### src/design/decoder_cfg.svh
// Width settings for the 00011xx1 decoder slice, included by the package and the sequencer
`ifndef DECODER_CFG_SVH
`define DECODER_CFG_SVH

// Instruction register (ITABLE) width
`define OPCODE_WIDTH 8

// Micro-step counter (XPT) width
`define STEP_WIDTH 4

`endif
### src/design/decoderPkg.sv
// Shared opcode, step and control word types for the 00011xx1 decoder slice; compile first
`include "decoder_cfg.svh"

package decoderPkg;

    typedef logic [`OPCODE_WIDTH-1:0] opcode_t; // Latched instruction, ITABLE
    typedef logic [`STEP_WIDTH-1:0] step_t; // Micro-step, XPT

    typedef enum logic [0:0] {
        IDLE,
        RUN
    } seqState_t;

    // Stack-call decoder output, all zero unless match
    typedef struct packed {
        logic match;
        logic decSp;
        logic selectAdSp;
        logic selectDtPcHigh;
        logic selectDtPcLow;
        logic memWrite;
        logic selectOpOld;
        logic writePcLow;
        logic writePcHigh;
        logic lastStep;
    } stackCtl_t;

    // Index-load decoder output, all zero unless match
    typedef struct packed {
        logic match;
        logic selectAdOpOld;
        logic selectAdNext;
        logic memRead;
        logic writeIxLow;
        logic writeIxHigh;
        logic writeIyLow;
        logic writeIyHigh;
        logic lastStep;
    } indexCtl_t;

    // Merged strobes seen by the datapath
    typedef struct packed {
        logic decSp;
        logic selectAdSp;
        logic selectDtPcHigh;
        logic selectDtPcLow;
        logic memWrite;
        logic memRead;
        logic selectAdOpOld;
        logic selectAdNext;
        logic selectOpOld;
        logic writePcLow;
        logic writePcHigh;
        logic writeIxLow;
        logic writeIxHigh;
        logic writeIyLow;
        logic writeIyHigh;
        logic nop;
        logic endOfInstruction;
    } controlBus_t;

endpackage

### src/design/opGroupDecoder.sv
// Top level of the 00011xx1 decoder slice that wires the sequencer, both decoders and the combiner
`timescale 1ns/1ps

module opGroupDecoder (
    input  logic                    clk,
    input  logic                    rst,
    input  logic                    opStrobe,
    input  decoderPkg::opcode_t     opcode,
    output decoderPkg::controlBus_t ctl
);

    decoderPkg::opcode_t   itable;
    decoderPkg::step_t     step;
    logic                  active;
    decoderPkg::stackCtl_t stackCtl;
    decoderPkg::indexCtl_t indexCtl;

    stepSequencer stepSequencer_inst (
        .clk              (clk),
        .rst              (rst),
        .opStrobe         (opStrobe),
        .opcode           (opcode),
        .endOfInstruction (ctl.endOfInstruction), // Fed back from combiner
        .itable           (itable),
        .step             (step),
        .active           (active)
    );

    stackCallDecoder stackCallDecoder_inst (
        .itable   (itable),
        .step     (step),
        .active   (active),
        .stackCtl (stackCtl)
    );

    indexLoadDecoder indexLoadDecoder_inst (
        .itable   (itable),
        .step     (step),
        .active   (active),
        .indexCtl (indexCtl)
    );

    groupCombiner groupCombiner_inst (
        .stackCtl (stackCtl),
        .indexCtl (indexCtl),
        .active   (active),
        .ctl      (ctl)
    );

endmodule

### src/design/stepSequencer.sv
// Instruction register, micro-step counter and IDLE/RUN FSM feeding both sequence decoders
`timescale 1ns/1ps
`include "decoder_cfg.svh"

module stepSequencer (
    input  logic                clk,
    input  logic                rst,
    input  logic                opStrobe,
    input  decoderPkg::opcode_t opcode,
    input  logic                endOfInstruction,
    output decoderPkg::opcode_t itable,
    output decoderPkg::step_t   step,
    output logic                active
);

    decoderPkg::seqState_t state;

    always_ff @(posedge clk) begin
        if (rst) begin
            state <= decoderPkg::IDLE;
            step  <= '0;
        end else if (opStrobe) begin
            state <= decoderPkg::RUN; // Strobe restarts even mid-sequence
            step  <= '0;
        end else if (state == decoderPkg::RUN) begin
            if (endOfInstruction) begin
                state <= decoderPkg::IDLE;
                step  <= '0;
            end else begin
                step <= step + `STEP_WIDTH'(1);
            end
        end
    end

    // ITABLE loaded on the strobe
    always_ff @(posedge clk) begin
        if (opStrobe) begin
            itable <= opcode;
        end
    end

    assign active = (state == decoderPkg::RUN);

endmodule

### src/design/groupCombiner.sv
// Merges the two sequence decoders into one control bus with end of instruction and NOP
`timescale 1ns/1ps

module groupCombiner (
    input  decoderPkg::stackCtl_t   stackCtl,
    input  decoderPkg::indexCtl_t   indexCtl,
    input  logic                    active,
    output decoderPkg::controlBus_t ctl
);

    logic nop;

    // Nobody claims the opcode, so it ends right here
    assign nop = active && !stackCtl.match && !indexCtl.match;

    always_comb begin
        ctl = '0;
        ctl.decSp          = stackCtl.decSp;
        ctl.selectAdSp     = stackCtl.selectAdSp;
        ctl.selectDtPcHigh = stackCtl.selectDtPcHigh;
        ctl.selectDtPcLow  = stackCtl.selectDtPcLow;
        ctl.memWrite       = stackCtl.memWrite;
        ctl.memRead        = indexCtl.memRead;
        ctl.selectAdOpOld  = indexCtl.selectAdOpOld;
        ctl.selectAdNext   = indexCtl.selectAdNext;
        ctl.selectOpOld    = stackCtl.selectOpOld;
        ctl.writePcLow     = stackCtl.writePcLow;
        ctl.writePcHigh    = stackCtl.writePcHigh;
        ctl.writeIxLow     = indexCtl.writeIxLow;
        ctl.writeIxHigh    = indexCtl.writeIxHigh;
        ctl.writeIyLow     = indexCtl.writeIyLow;
        ctl.writeIyHigh    = indexCtl.writeIyHigh;
        ctl.nop            = nop;
        // End of instruction from either sequence or a NOP
        ctl.endOfInstruction = stackCtl.lastStep | indexCtl.lastStep | nop;
    end

endmodule

### src/design/indexLoadDecoder.sv
// Per-step combinational decode of the 00011x11 IX/IY load, instantiated by opGroupDecoder
`timescale 1ns/1ps

module indexLoadDecoder (
    input  decoderPkg::opcode_t   itable,
    input  decoderPkg::step_t     step,
    input  logic                  active,
    output decoderPkg::indexCtl_t indexCtl
);

    logic match;
    logic useIy;

    assign match = active && (itable[7:3] == 5'b00011) && (itable[1:0] == 2'b11);
    assign useIy = itable[2]; // 0 selects IX, 1 selects IY

    always_comb begin
        indexCtl = '0;
        if (match) begin
            indexCtl.match = 1'b1;
            case (step)
                decoderPkg::step_t'(0): begin
                    indexCtl.selectAdOpOld = 1'b1; // Low byte at operand address
                    indexCtl.memRead       = 1'b1;
                end
                decoderPkg::step_t'(1): begin
                    // Latch low byte and fetch high byte at address plus one
                    indexCtl.selectAdOpOld = 1'b1;
                    indexCtl.selectAdNext  = 1'b1;
                    indexCtl.memRead       = 1'b1;
                    indexCtl.writeIxLow    = !useIy;
                    indexCtl.writeIyLow    = useIy;
                end
                decoderPkg::step_t'(2): begin
                    indexCtl.writeIxHigh = !useIy;
                    indexCtl.writeIyHigh = useIy;
                    indexCtl.lastStep    = 1'b1;
                end
                default: ;
            endcase
        end
    end

endmodule

### src/design/stackCallDecoder.sv
// Per-step combinational decode of the 00011101 stack call, instantiated by opGroupDecoder
`timescale 1ns/1ps

module stackCallDecoder (
    input  decoderPkg::opcode_t   itable,
    input  decoderPkg::step_t     step,
    input  logic                  active,
    output decoderPkg::stackCtl_t stackCtl
);

    logic match;

    assign match = active && (itable == 8'b0001_1101);

    always_comb begin
        stackCtl = '0;
        if (match) begin
            stackCtl.match = 1'b1;
            case (step)
                decoderPkg::step_t'(0): begin
                    // Push PC high through the decremented SP
                    stackCtl.decSp          = 1'b1;
                    stackCtl.selectAdSp     = 1'b1;
                    stackCtl.selectDtPcHigh = 1'b1;
                    stackCtl.memWrite       = 1'b1;
                end
                decoderPkg::step_t'(1): begin
                    stackCtl.decSp         = 1'b1;
                    stackCtl.selectAdSp    = 1'b1;
                    stackCtl.selectDtPcLow = 1'b1; // Then PC low
                    stackCtl.memWrite      = 1'b1;
                end
                decoderPkg::step_t'(2): begin
                    stackCtl.selectOpOld = 1'b1; // Jump target from operand latch
                    stackCtl.writePcLow  = 1'b1;
                    stackCtl.writePcHigh = 1'b1;
                    stackCtl.lastStep    = 1'b1;
                end
                default: ;
            endcase
        end
    end

endmodule

### config.mk
export PLATFORM = sky130hd
export DESIGN_NAME = opGroupDecoder
export DESIGN_NICKNAME = d
export VERILOG_FILES = /design/src/design/decoderPkg.sv /design/src/design/opGroupDecoder.sv /design/src/design/stepSequencer.sv /design/src/design/groupCombiner.sv /design/src/design/indexLoadDecoder.sv /design/src/design/stackCallDecoder.sv
export VERILOG_INCLUDE_DIRS = /design/src /design/src/design
export SDC_FILE = /design/constraint.sdc
export NUM_CORES = 1
export LEC_CHECK = 0
export ABC_AREA = 1
export BUFFER_PORTS_ARGS = -buffer_cell sky130_fd_sc_hd__buf_2
export CORE_MARGIN = 2
export CORE_UTILIZATION = 50
export CTS_CLUSTER_DIAMETER = 40
export CTS_CLUSTER_SIZE = 20
export DETAILED_ROUTE_END_ITERATION = 8
export PLACE_DENSITY_LB_ADDON = 0.2
export SLEW_MARGIN = 10
export SYNTH_ARGS = -nofsm -noshare
export SYNTH_HDL_FRONTEND = slang
export SYNTH_SLANG_ARGS = --single-unit
### constraint.sdc
create_clock -name clk -period 2.8 [get_ports clk]
set_clock_uncertainty 0.1 [all_clocks]
set_input_delay 0.14 -clock clk [delete_from_list [all_inputs] [get_ports clk]]
set_output_delay 0.14 -clock clk [all_outputs]
set_load 0.05 [all_outputs]
Word level (Yosys, flattened, before mapping)

Index checks and enable logic that the tools add are counted.

Add/sub/neg operators: 1
Multipliers: 0
Div/mod/pow operators: 0
$lt $le $gt $ge: 0
Eq/ne operators: 5
Shift-type cells: 0
Multiplexer cells: 15
Bitwise operators: 2
Reductions and logical operators: 11

Operators with widths:

| operator                                            | number |
|---|---|
| two-way mux 10 bit                                  | 1 |
| two-way mux 1 bit                                   | 9 |
| two-way mux 9 bit                                   | 1 |
| equality test 8 x 5 -> 1 bit, second input constant | 1 |
| two-way mux 4 bit                                   | 2 |
| equality test 5 x 2 -> 1 bit, second input constant | 1 |
| logical AND 1 bit                                   | 5 |
| adder 4 x 1 -> 4 bit, second input constant         | 1 |
| equality test 4 x 1 -> 1 bit, second input constant | 1 |
| equality test 4 x 2 -> 1 bit, second input constant | 1 |
| logical NOT 4 bit                                   | 1 |
| two-way mux 2 bit                                   | 2 |
| OR reduction 2 bit                                  | 2 |
| logical NOT 1 bit                                   | 3 |
| equality test 2 bit, second input constant          | 1 |
| OR 1 bit                                            | 2 |

Flip-flop bits (word level): 13
Latch bits: 0
Memory bits (writable): 0
Memory bits (read-only): 0
Input bits: 11
Output and inout port bits: 17
Word-level logic and storage cells: 37
Memories kept: 0

Logic depth before layout (Yosys ltp)

Gate-level depths: netlist of the first run.

Depth after elaboration: 11
Depth in mapped cells: 8
Mapped depth without buffers: 8

Cells and area by module

A second synthesis of the first run with hierarchy kept.

Cells, all modules: 124
Area total of the unflattened synthesis: 902.1 sq um

By module, submodules not included:

| module           | times used | cells each | area each (sq um) | sequential area each (sq um) |
|---|---|---|---|---|
| stepSequencer    | 1          | 38         | 460.4             | 340.3 |
| stackCallDecoder | 1          | 30         | 150.1             | 0.0 |
| groupCombiner    | 1          | 22         | 148.9             | 0.0 |
| indexLoadDecoder | 1          | 34         | 142.6             | 0.0 |

Worst setup path after synthesis of the first run

Ideal clock, no wire load.

Path type: register -> output
Start point: register stepSequencer_inst.itable[5]
End point: output ctl[3] (netlist bit)
Arrival time: 2.203 ns
Data required time: 2.560 ns
Path slack: 0.357 ns
Stages on the path, launching flop included: 8
Path buffers: 0
Cell sequence: edfxtp_1 -> inv_1 -> nand2_1 -> nor2_1 -> nand3_2 -> nor2_1 -> inv_1 -> nor2_1

RTL lines:

| item                     | RTL line            | text |
|---|---|---|
| start: declaration       | stepSequencer.sv:11 | `output decoderPkg::opcode_t itable,` |
| start signal: assignment | stepSequencer.sv:38 | `itable <= opcode;` |
| end: declaration         | opGroupDecoder.sv:9 | `output decoderPkg::controlBus_t ctl` |

==> run metrics, run 1 <==
status=completed; vias in the first global route=570; r2r startpoint=stepSequencer_inst.step[0]; Worst Path Max Fanout=8; critical path type=reg -> out; Nets=between 100 and 150; Final period util=between 70% and 80%; Post-CTS Setup Bufs=0; vias after detailed routing=between 600 and 700; f_max=506 MHz; drt initial violations=11; chip width=42.7 um; Synth Net Count=106; Post-Syn Instances=between 90 and 100; drt pass-1 iters=4; post-place setup slack=about 1100 ps; HP Class=in -> reg; sequential share of the synthesized area=45.5%; fin util=a little over two thirds; WL per Instance=approximately 10 um; CTS-repair resized insts=0; antenna violations before repair=0; vias per cell=~4.8; ratio of cells with drive above 1 in the final layout=between 30% and 40%; Die Height=42.7 um; GRT overflow=0; die area=~1800 um2; Pleak=0.475 nW; Synth Area in Adders=roughly 6.7%; Worst-Skew Late Latency=about 280 ps; GP Congestion=just over 0.8; CP max stage cell=dfxtp_1; Rel. slew slack=80.4%; boundary pin count=28; post-synthesis xor/xnor area fraction=0%; flop and latch count out of synthesis=13; pwr dens=408 nW/um2; post-synthesis simple-gate area fraction=roughly 27%; setup ws final=about 800 ps; GRT Util Overall=16.3%; DP HPWL=about 1.1 mm; CTS max path bufs=2; unique cell type count in the Yosys netlist=16; most frequent CP cell=nor2_2; CTS Buf Count=3; crit path capture type=output pin; clock-pin slew on the worst setup and hold paths=~80 ps; Hold Startpoint=opStrobe; Max-Cap Viols=0; H-tree lvl count=1; Filler Cells Inserted=approximately 120; minimum clock period=a little under 2000 ps; site row count=13; Arr. time, crit path=roughly 1700 ps; antenna viol nets, final=0; largest family of logic cells by synthesized area=simple AND/OR/NAND/NOR gates; Final Hold Fails=0; design area=roughly 960 um2; largest net degree at the start of global routing=11; Routed WL=roughly 1.4 mm; CTS root buf=clkbuf_4; Synth Area in Compound Gates=under 10%; global-route wire length before repair=about 2.3 mm; TritonCTS clock tree=yes; Crit. Startpoint=stepSequencer_inst.active; core area=~1400 um2; setup TNS=0 ps; Hold Buf Count CTS=9; RSZ-0062 raised after global routing=no; Slew Limit Fails=0; starting density of the core=a little under three fifths; post-synthesis mux area share=0%; crit-path cells=inv_2, nor2_2, nand3_2, nor2_2, nor2_2, nand2_1, buf_2; Worst Tran Pin Value=293 ps; Req. time, crit path=about 2600 ps; Worst setup SP type=register; slowest stage delay, CP=about 500 ps; Setup Viol. Count Final=0; DRC Markers=0; CTS Sinks=13; post-synthesis to final-layout area growth=27.8%; port bufs=27; placed instance area=between 800 and 900 um2; syn avg cell area=around 8.2 um2; diode count=0; Netlist Area Pre-Place=between 700 and 800 um2; yosys warns=0; peak supply drop=0.323 mV
cell families (layout without fill, tap and decap cells):
family | Yosys count | in the layout
and+or+nand+nor | 44 | 44
buffers and inverters | 22 | 54
DFF | 13 | 13
AOI/OAI and AO/OA | 8 | 8
adders and majority gates | 4 | 4
routing by layer:
metal  global-route usage (%)  wire (um)  vias up
li1                         -          -      346
met3                     2.55         82        4
met2                     26.7        674       21
met4                     7.50         25        0
met5                        0          0        -
met1                     21.0        648      287
stage by stage:
stage | hold slack (ps) | power [W] | std cells
floorplan | 109 | 0.000258 | 91
global placement | 209 | 0.000267 | 125
detailed placement | 217 | 0.000269 | 125
CTS | 100 | 0.000392 | 138
global route | 108 | 0.000408 | 138
finish | 99.3 | 0.000390 | 138
power breakdown:
| part | switching (W) | total, W | leakage (nW) | internal [W] |
|---|---|---|---|---|
| registers | 0.00000754 | 0.000223 | 0.119 | 0.000215 |
| clock network | 0.0000625 | 0.000115 | 0.0177 | 0.0000530 |
| logic | 0.0000299 | 0.0000518 | 0.339 | 0.0000219 |
| total | 0.0000999 | 0.000390 | 0.475 | 0.000290 |
synth_stat cells, drive strengths merged:
master   n  area [um2]
buf      8        63.8
edfxtp   8         240
nor2    23        93.8
ha       4        50.1
nand2   12        45.0
o21ai    3        15.0
dfxtp    5         100
a21oi    5        25.0
nand4    2        12.5
nand3    6        40.0
nor3     1        10.0
inv     14        52.6
path summary, 6_finish.rpt:
path	to	slack, ps	depth (start not counted)
setup / recovery	ctl[0]	820	7
hold / removal	stepSequencer_inst.active	100	3
setup reg to reg	stepSequencer_inst.step[0]	1280	7
hold reg to reg	stepSequencer_inst.step[1]	440	2
critical path, delay by kind of cell (launching register included):
family                 cells  cell delay, ps
buffers and inverters      2             370
DFF                        1             500
and+or+nand+nor            5             590
sequential cells by signal (all words and copies together), names as in the netlist:
| register | count |
|---|---|
| stepSequencer_inst.step | 4 |
| stepSequencer_inst.itable | 8 |
| stepSequencer_inst.active | 1 |
layout by cell type, fill, tap and decap left out:
cell and count:
nor2_2 3, dlygate4sd3_1 9, clkinv_2 1, nand3_2 2
inv_1 13, a21oi_1 5, nand4_1 2, ha_1 4
nor2_1 20, dfxtp_1 5, o21ai_0 3, inv_2 1
edfxtp_1 8, clkbuf_4 3, nor3_2 1, nand3_1 4
buf_2 27, nand2_1 12
cell type report:
type	count	area (um2)	share of cell area, %
clock buffers	3	22.5	2.36
multi-input cells	56	292	30.5
inverters	14	52.6	5.50
clock inverters	1	5.00	0.524
flip-flops and latches	13	340	35.6
well taps	15	18.8	1.96
repair buffers	36	225	23.6
Note: power is estimated with default switching activity, not from simulation.
==> run 2, diff against run 1 <==
CORE_UTILIZATION = 47   (was 50)
clock period = 2.05 ns   (was 2.8 ns; I/O delays follow)
==> run 2 against run 1 <==
  * Worst hold slack worse by 39 ps
  * Die area up 5.8%
  * Non-clock buffer count unchanged
  * Sequential power up 36%
  * Largest cell class unchanged
==> run metrics, run 2 (same netlist as run 1, synthesis figures left out) <==
CTS root buf=clkbuf_4; global-route wire length before repair=2.34 mm (+3.0%); drt pass-1 iters=5 (+1); peak supply drop=0.474 mV (+47%); CTS Buf Count=3 (unchanged); DRC Markers=0 (unchanged); Setup Viol. Count Final=0 (unchanged); met2 usage=26.5% (-0.20 points); critical path type=reg -> out; post-place setup slack=423 ps (-718 ps); antenna viol nets, final=0 (unchanged); Final Hold Fails=0 (unchanged); WHS Path Cells=3 (unchanged); crit-path cells=inv_2, nor2_2, nand3_2, nor2_2, nor2_2, nand2_1, clkbuf_4; Worst setup SP type=register; Worst R2R Path Depth=7 (unchanged); setup ws final=135 ps (-689 ps); core area=1510 um2 (+12%); Die Height=43.9 um (+2.8%); Routed WL=1.34 mm (-6.6%); CTS max path bufs=2 (unchanged); CTS Sinks=13 (unchanged); r2r startpoint=stepSequencer_inst.step[0]; status=completed; vias after detailed routing=659 (+0.15%); Req. time, crit path=1850 ps (-710 ps); Hold Startpoint=opStrobe; Seq. cell area=340 um2 (unchanged); pwr dens=552 nW/um2 (+35%); Rel. slew slack=81.6% (+1.1 points); die area=1930 um2 (+5.8%); GRT overflow=0 (unchanged); clock-pin slew on the worst setup and hold paths=80 ps (about the same); area of the multi-input gates=294 um2 (+0.86%); most frequent CP cell=nor2_2; DP HPWL=1.05 mm (-0.90%); gr busiest metal=met2; drt initial violations=18 (+7); Worst Path Buf+Inv=2 (unchanged); Filler Cells Inserted=126 (+8.6%); largest net degree at the start of global routing=11 (unchanged); Worst Tran Pin Value=276 ps (-16.8 ps); port bufs=27 (unchanged); most frequent cells in the layout=26 x buf_2, 19 x nor2_1, 13 x inv_1; Top reg by flops=stepSequencer_inst.itable; max reg flops=8 (unchanged); design area=962 um2 (+0.65%); vias in the first global route=608 (+6.7%); hold path endpoint=stepSequencer_inst.active; most common cell after layout, fill and taps aside=buf_2; ratio of cells with drive above 1 in the final layout=31.7% (+0.81 points); GR Layer Usage met3=3.75% (+1.2 points); Worst-Skew Late Latency=280 ps (about the same); RSZ-0062 raised after global routing=no; Post-CTS Setup Bufs=0 (unchanged); site row count=14 (+1); slowest stage delay, CP=480 ps (-20 ps); R2R Setup Slk=550 ps (-730 ps); TritonCTS clock tree=yes; starting density of the core=49.7% (-5.8 points); chip width=43.9 um (+2.8%); crit path capture type=output pin; vias per cell=4.74 (-0.57%); f_max=~520 MHz; diode count=0 (unchanged); M1 GR Usage=20.5% (-0.50 points); Max-Cap Viols=0 (unchanged); RR Endpoint=stepSequencer_inst.step[0]; Nets=139 (unchanged); Arr. time, crit path=1710 ps (-30 ps); boundary pin count=28 (unchanged); Final period util=between 90 and 100%; Worst Path Max Fanout=8 (unchanged); Largest delay share family, worst path=simple AND/OR/NAND/NOR gates; minimum clock period=1910 ps; Slew Limit Fails=0 (unchanged); antenna violations before repair=0 (unchanged); CP max stage cell=dfxtp_1; post-synthesis to final-layout area growth=28.6%; H-tree lvl count=1 (unchanged); GRT Util Overall=16.8% (+0.47 points); Pleak=0.475 nW (about the same); placed instance area=842 um2 (+0.45%); WL per Instance=9.62 um (-7.2%); HP Class=in -> reg; GP Congestion=0.837 (+3.4%); fin util=63.9% (-6.9 points)
## run 2: report_power, final
group	switching, W	internal [W]
combinational	0.0000407	0.0000304
sequential	0.00000986	0.000294
clock	0.0000837	0.0000724
total	0.000134	0.000397
## run 2: tightest hold or removal path, cell delays in order
cell and delay (ps):
buf_2 170, inv_1 70, a21oi_1 60
## run 2: worst max-delay path by stage
stage,start,endpoint,slack (ps),depth (start not counted)
after floorplan,stepSequencer_inst.itable[5],ctl[3],-100,7
after global placement,stepSequencer_inst.active,ctl[0],470,7
after detailed placement,stepSequencer_inst.active,ctl[0],420,7
after CTS,stepSequencer_inst.active,ctl[0],100,7
after global routing,stepSequencer_inst.itable[5],ctl[0],2,8
final,stepSequencer_inst.active,ctl[0],140,7
## run 2: area by class of cell
| cell class | instances | area share, % |
|---|---|---|
| tap | 16 | 2.08 |
| clock inverter | 1 | 0.520 |
| multi-input combinational | 56 | 30.6 |
| timing repair buffer | 36 | 23.7 |
| sequential | 13 | 35.4 |
| inverter | 14 | 5.46 |
| clock buffer | 3 | 2.34 |
## run 2: repair_timing
action,in CTS,in global routing
hold endpoints to repair,9,0
setup endpoints to repair,0,1
gates resized for setup,0,1
hold buffers,9,0
## run 2: per-stage QoR
step           hold WS (ps)  setup TNS, ps  cells  total power (W)
2_1_floorplan          71.6           -191     91         0.000352
3_3_place_gp            178              0    126         0.000365
3_5_place_dp            175              0    126         0.000367
4_1_cts                62.0              0    139         0.000538
5_1_grt                72.0              0    139         0.000566
6_report               60.2              0    139         0.000531
## run 2: routing by layer
metal / wire, um / up-vias
met3: 103 / 5
met5: 0 / -
met4: 36 / 0
li1: - / 348
met1: 610 / 276
met2: 587 / 30
==> run 3, diff against run 2 <==
REMOVE_ABC_BUFFERS = 1   (was default)
==> run 3 against run 2 <==
  * Maximum frequency down 0.95%
  * First-iteration DRC count down 72%
  * Sequential share of layout area rose by 0.23 points
==> run metrics, run 3 (same netlist as run 1, synthesis figures left out) <==
status=completed; CTS max path bufs=2 (unchanged); crit-path cells=inv_2, nor2_2, nand3_2, nor2_2, nor2_2, nand2_1, buf_2; Final Hold Fails=0 (unchanged); Routed WL=1.40 mm (+4.6%); Arr. time, crit path=1730 ps (+20 ps); peak supply drop=0.357 mV (-25%); Rel. slew slack=79.4% (-2.2 points); largest net degree at the start of global routing=11 (unchanged); critical path type=reg -> out; Nets=139 (unchanged); Slew Limit Fails=0 (unchanged); drt pass-1 iters=5 (unchanged); Seq. cell area=340 um2 (unchanged); Worst Path Max Fanout=8 (unchanged); Worst Tran Pin Value=309 ps (+32.4 ps); DRC Markers=0 (unchanged); max reg flops=8 (unchanged); GRT Util Overall=17.0% (+0.23 points); crit path to=ctl[0]; die area=1930 um2 (unchanged); diode count=0 (unchanged); ratio of cells with drive above 1 in the final layout=30.1% (-1.6 points); CP max stage cell=dfxtp_1; drt initial violations=5 (-13); crit path capture type=output pin; DP HPWL=1.08 mm (+2.6%); most frequent cells in the layout=27 x buf_2, 20 x nor2_1, 13 x inv_1; WL met3=94 um (-8.7%); Req. time, crit path=1850 ps (about the same); Die Height=43.9 um (unchanged); site row count=14 (unchanged); GP Congestion=0.801 (-4.3%); most common cell after layout, fill and taps aside=buf_2; post-synthesis to final-layout area growth=27.8%; Top reg by flops=stepSequencer_inst.itable; vias in the first global route=596 (-2.0%); core area=1510 um2 (unchanged); vias per cell=4.76 (+0.30%); minimum clock period=1930 ps (+18.4 ps); CTS-repair resized insts=0 (unchanged); Worst setup SP type=register; Final period util=94.3% (+0.90 points); antenna viol nets, final=0 (unchanged); M1 WL=647 um (+6.1%); area of the multi-input gates=292 um2 (-0.85%); H-tree lvl count=1 (unchanged); most frequent CP cell=nor2_2; HP Class=in -> reg; Crit. Startpoint=stepSequencer_inst.active; Max-Cap Viols=0 (unchanged); Filler Cells Inserted=134 (+6.3%); RSZ-0062 raised after global routing=no; CTS Buf Count=3 (unchanged); metal2 WL=610 um (+3.9%); non-filler instance count after layout=139 (unchanged); RR Endpoint=stepSequencer_inst.step[0]; slowest stage delay, CP=500 ps (+20 ps); starting density of the core=49.7% (unchanged); port bufs=27 (unchanged); GRT overflow=0 (unchanged); R2R Setup Slk=590 ps (+40 ps); CTS root buf=clkbuf_4; chip width=43.9 um (unchanged); vias after detailed routing=661 (+0.30%); antenna violations before repair=0 (unchanged); r2r startpoint=stepSequencer_inst.step[0]; Worst-Skew Late Latency=280 ps (about the same); Top Layer Used=met4; clock-pin slew on the worst setup and hold paths=70 ps (about the same); Worst R2R Path Depth=7 (unchanged); fin util=63.5% (-0.42 points); TritonCTS clock tree=yes; Pleak=0.473 nW (-0.58%); Setup Viol. Count Final=0 (unchanged); boundary pin count=28 (unchanged); f_max=517 MHz (-0.95%); pwr dens=553 nW/um2 (+0.24%); WL per Instance=10.1 um (+4.6%); placed cells=126 (unchanged); global-route wire length before repair=2.35 mm (+0.30%); CTS Sinks=13 (unchanged)
[run 3: critical path: cells and delay by family, from the launching register on]
kind | cells | cell delay (ps)
simple gates | 5 | 580
buf+inv | 2 | 380
flops | 1 | 500
[run 3: area by class of cell]
cell class / count / share of cell area, %
Clock buffer: 4 / 2.75
Timing Repair Buffer: 36 / 23.6
Multi-Input combinational cell: 56 / 30.5
Sequential cell: 13 / 35.6
Tap cell: 16 / 2.09
Inverter: 14 / 5.50
[run 3: routing by layer]
layer  track usage [%]  vias up
met3              2.50        5
met4              12.7        0
met5                 0        -
met1              19.9      283
li1                  -      347
met2              27.9       26
[run 3: worst min-delay path by stage]
stage,start,end,slack [ps],depth (start not counted)
6_report,opStrobe,stepSequencer_inst.active,60,3
3_5_place_dp,opcode[0],stepSequencer_inst.itable[0],180,1
3_3_place_gp,rst,stepSequencer_inst.active,180,2
2_1_floorplan,rst,stepSequencer_inst.active,70,1
4_1_cts,opStrobe,stepSequencer_inst.active,60,3
5_1_grt,opStrobe,stepSequencer_inst.active,70,3
[run 3: what timing repair did]
action                                  in CTS  in global routing
endpoints found under the setup margin       0                  0
hold endpoints to repair                     9                  0
hold buffers                                 9                  0
buffers inserted                             0                  0
[run 3: through the flow]
step / setup TNS, ps / worst slack, ps / total power, W / hold slack, ps / area, um2
floorplan: -5730 / -769 / 0.000345 / 71.6 / 684
global placement: 0 / 499 / 0.000365 / 175 / 840
detailed placement: 0 / 440 / 0.000367 / 181 / 840
CTS: 0 / 123 / 0.000535 / 59.0 / 956
global route: 0 / 1.83 / 0.000561 / 70.7 / 956
finish: 0 / 117 / 0.000529 / 57.8 / 956
[run 3: power by group]
group | leakage [nW] | total, W | internal, W | switching [W]
Clock | 0.0150 | 0.000155 | 0.0000756 | 0.0000791
Combinational | 0.339 | 0.0000695 | 0.0000298 | 0.0000397
Sequential | 0.119 | 0.000304 | 0.000294 | 0.0000105
Total | 0.473 | 0.000529 | 0.000399 | 0.000129
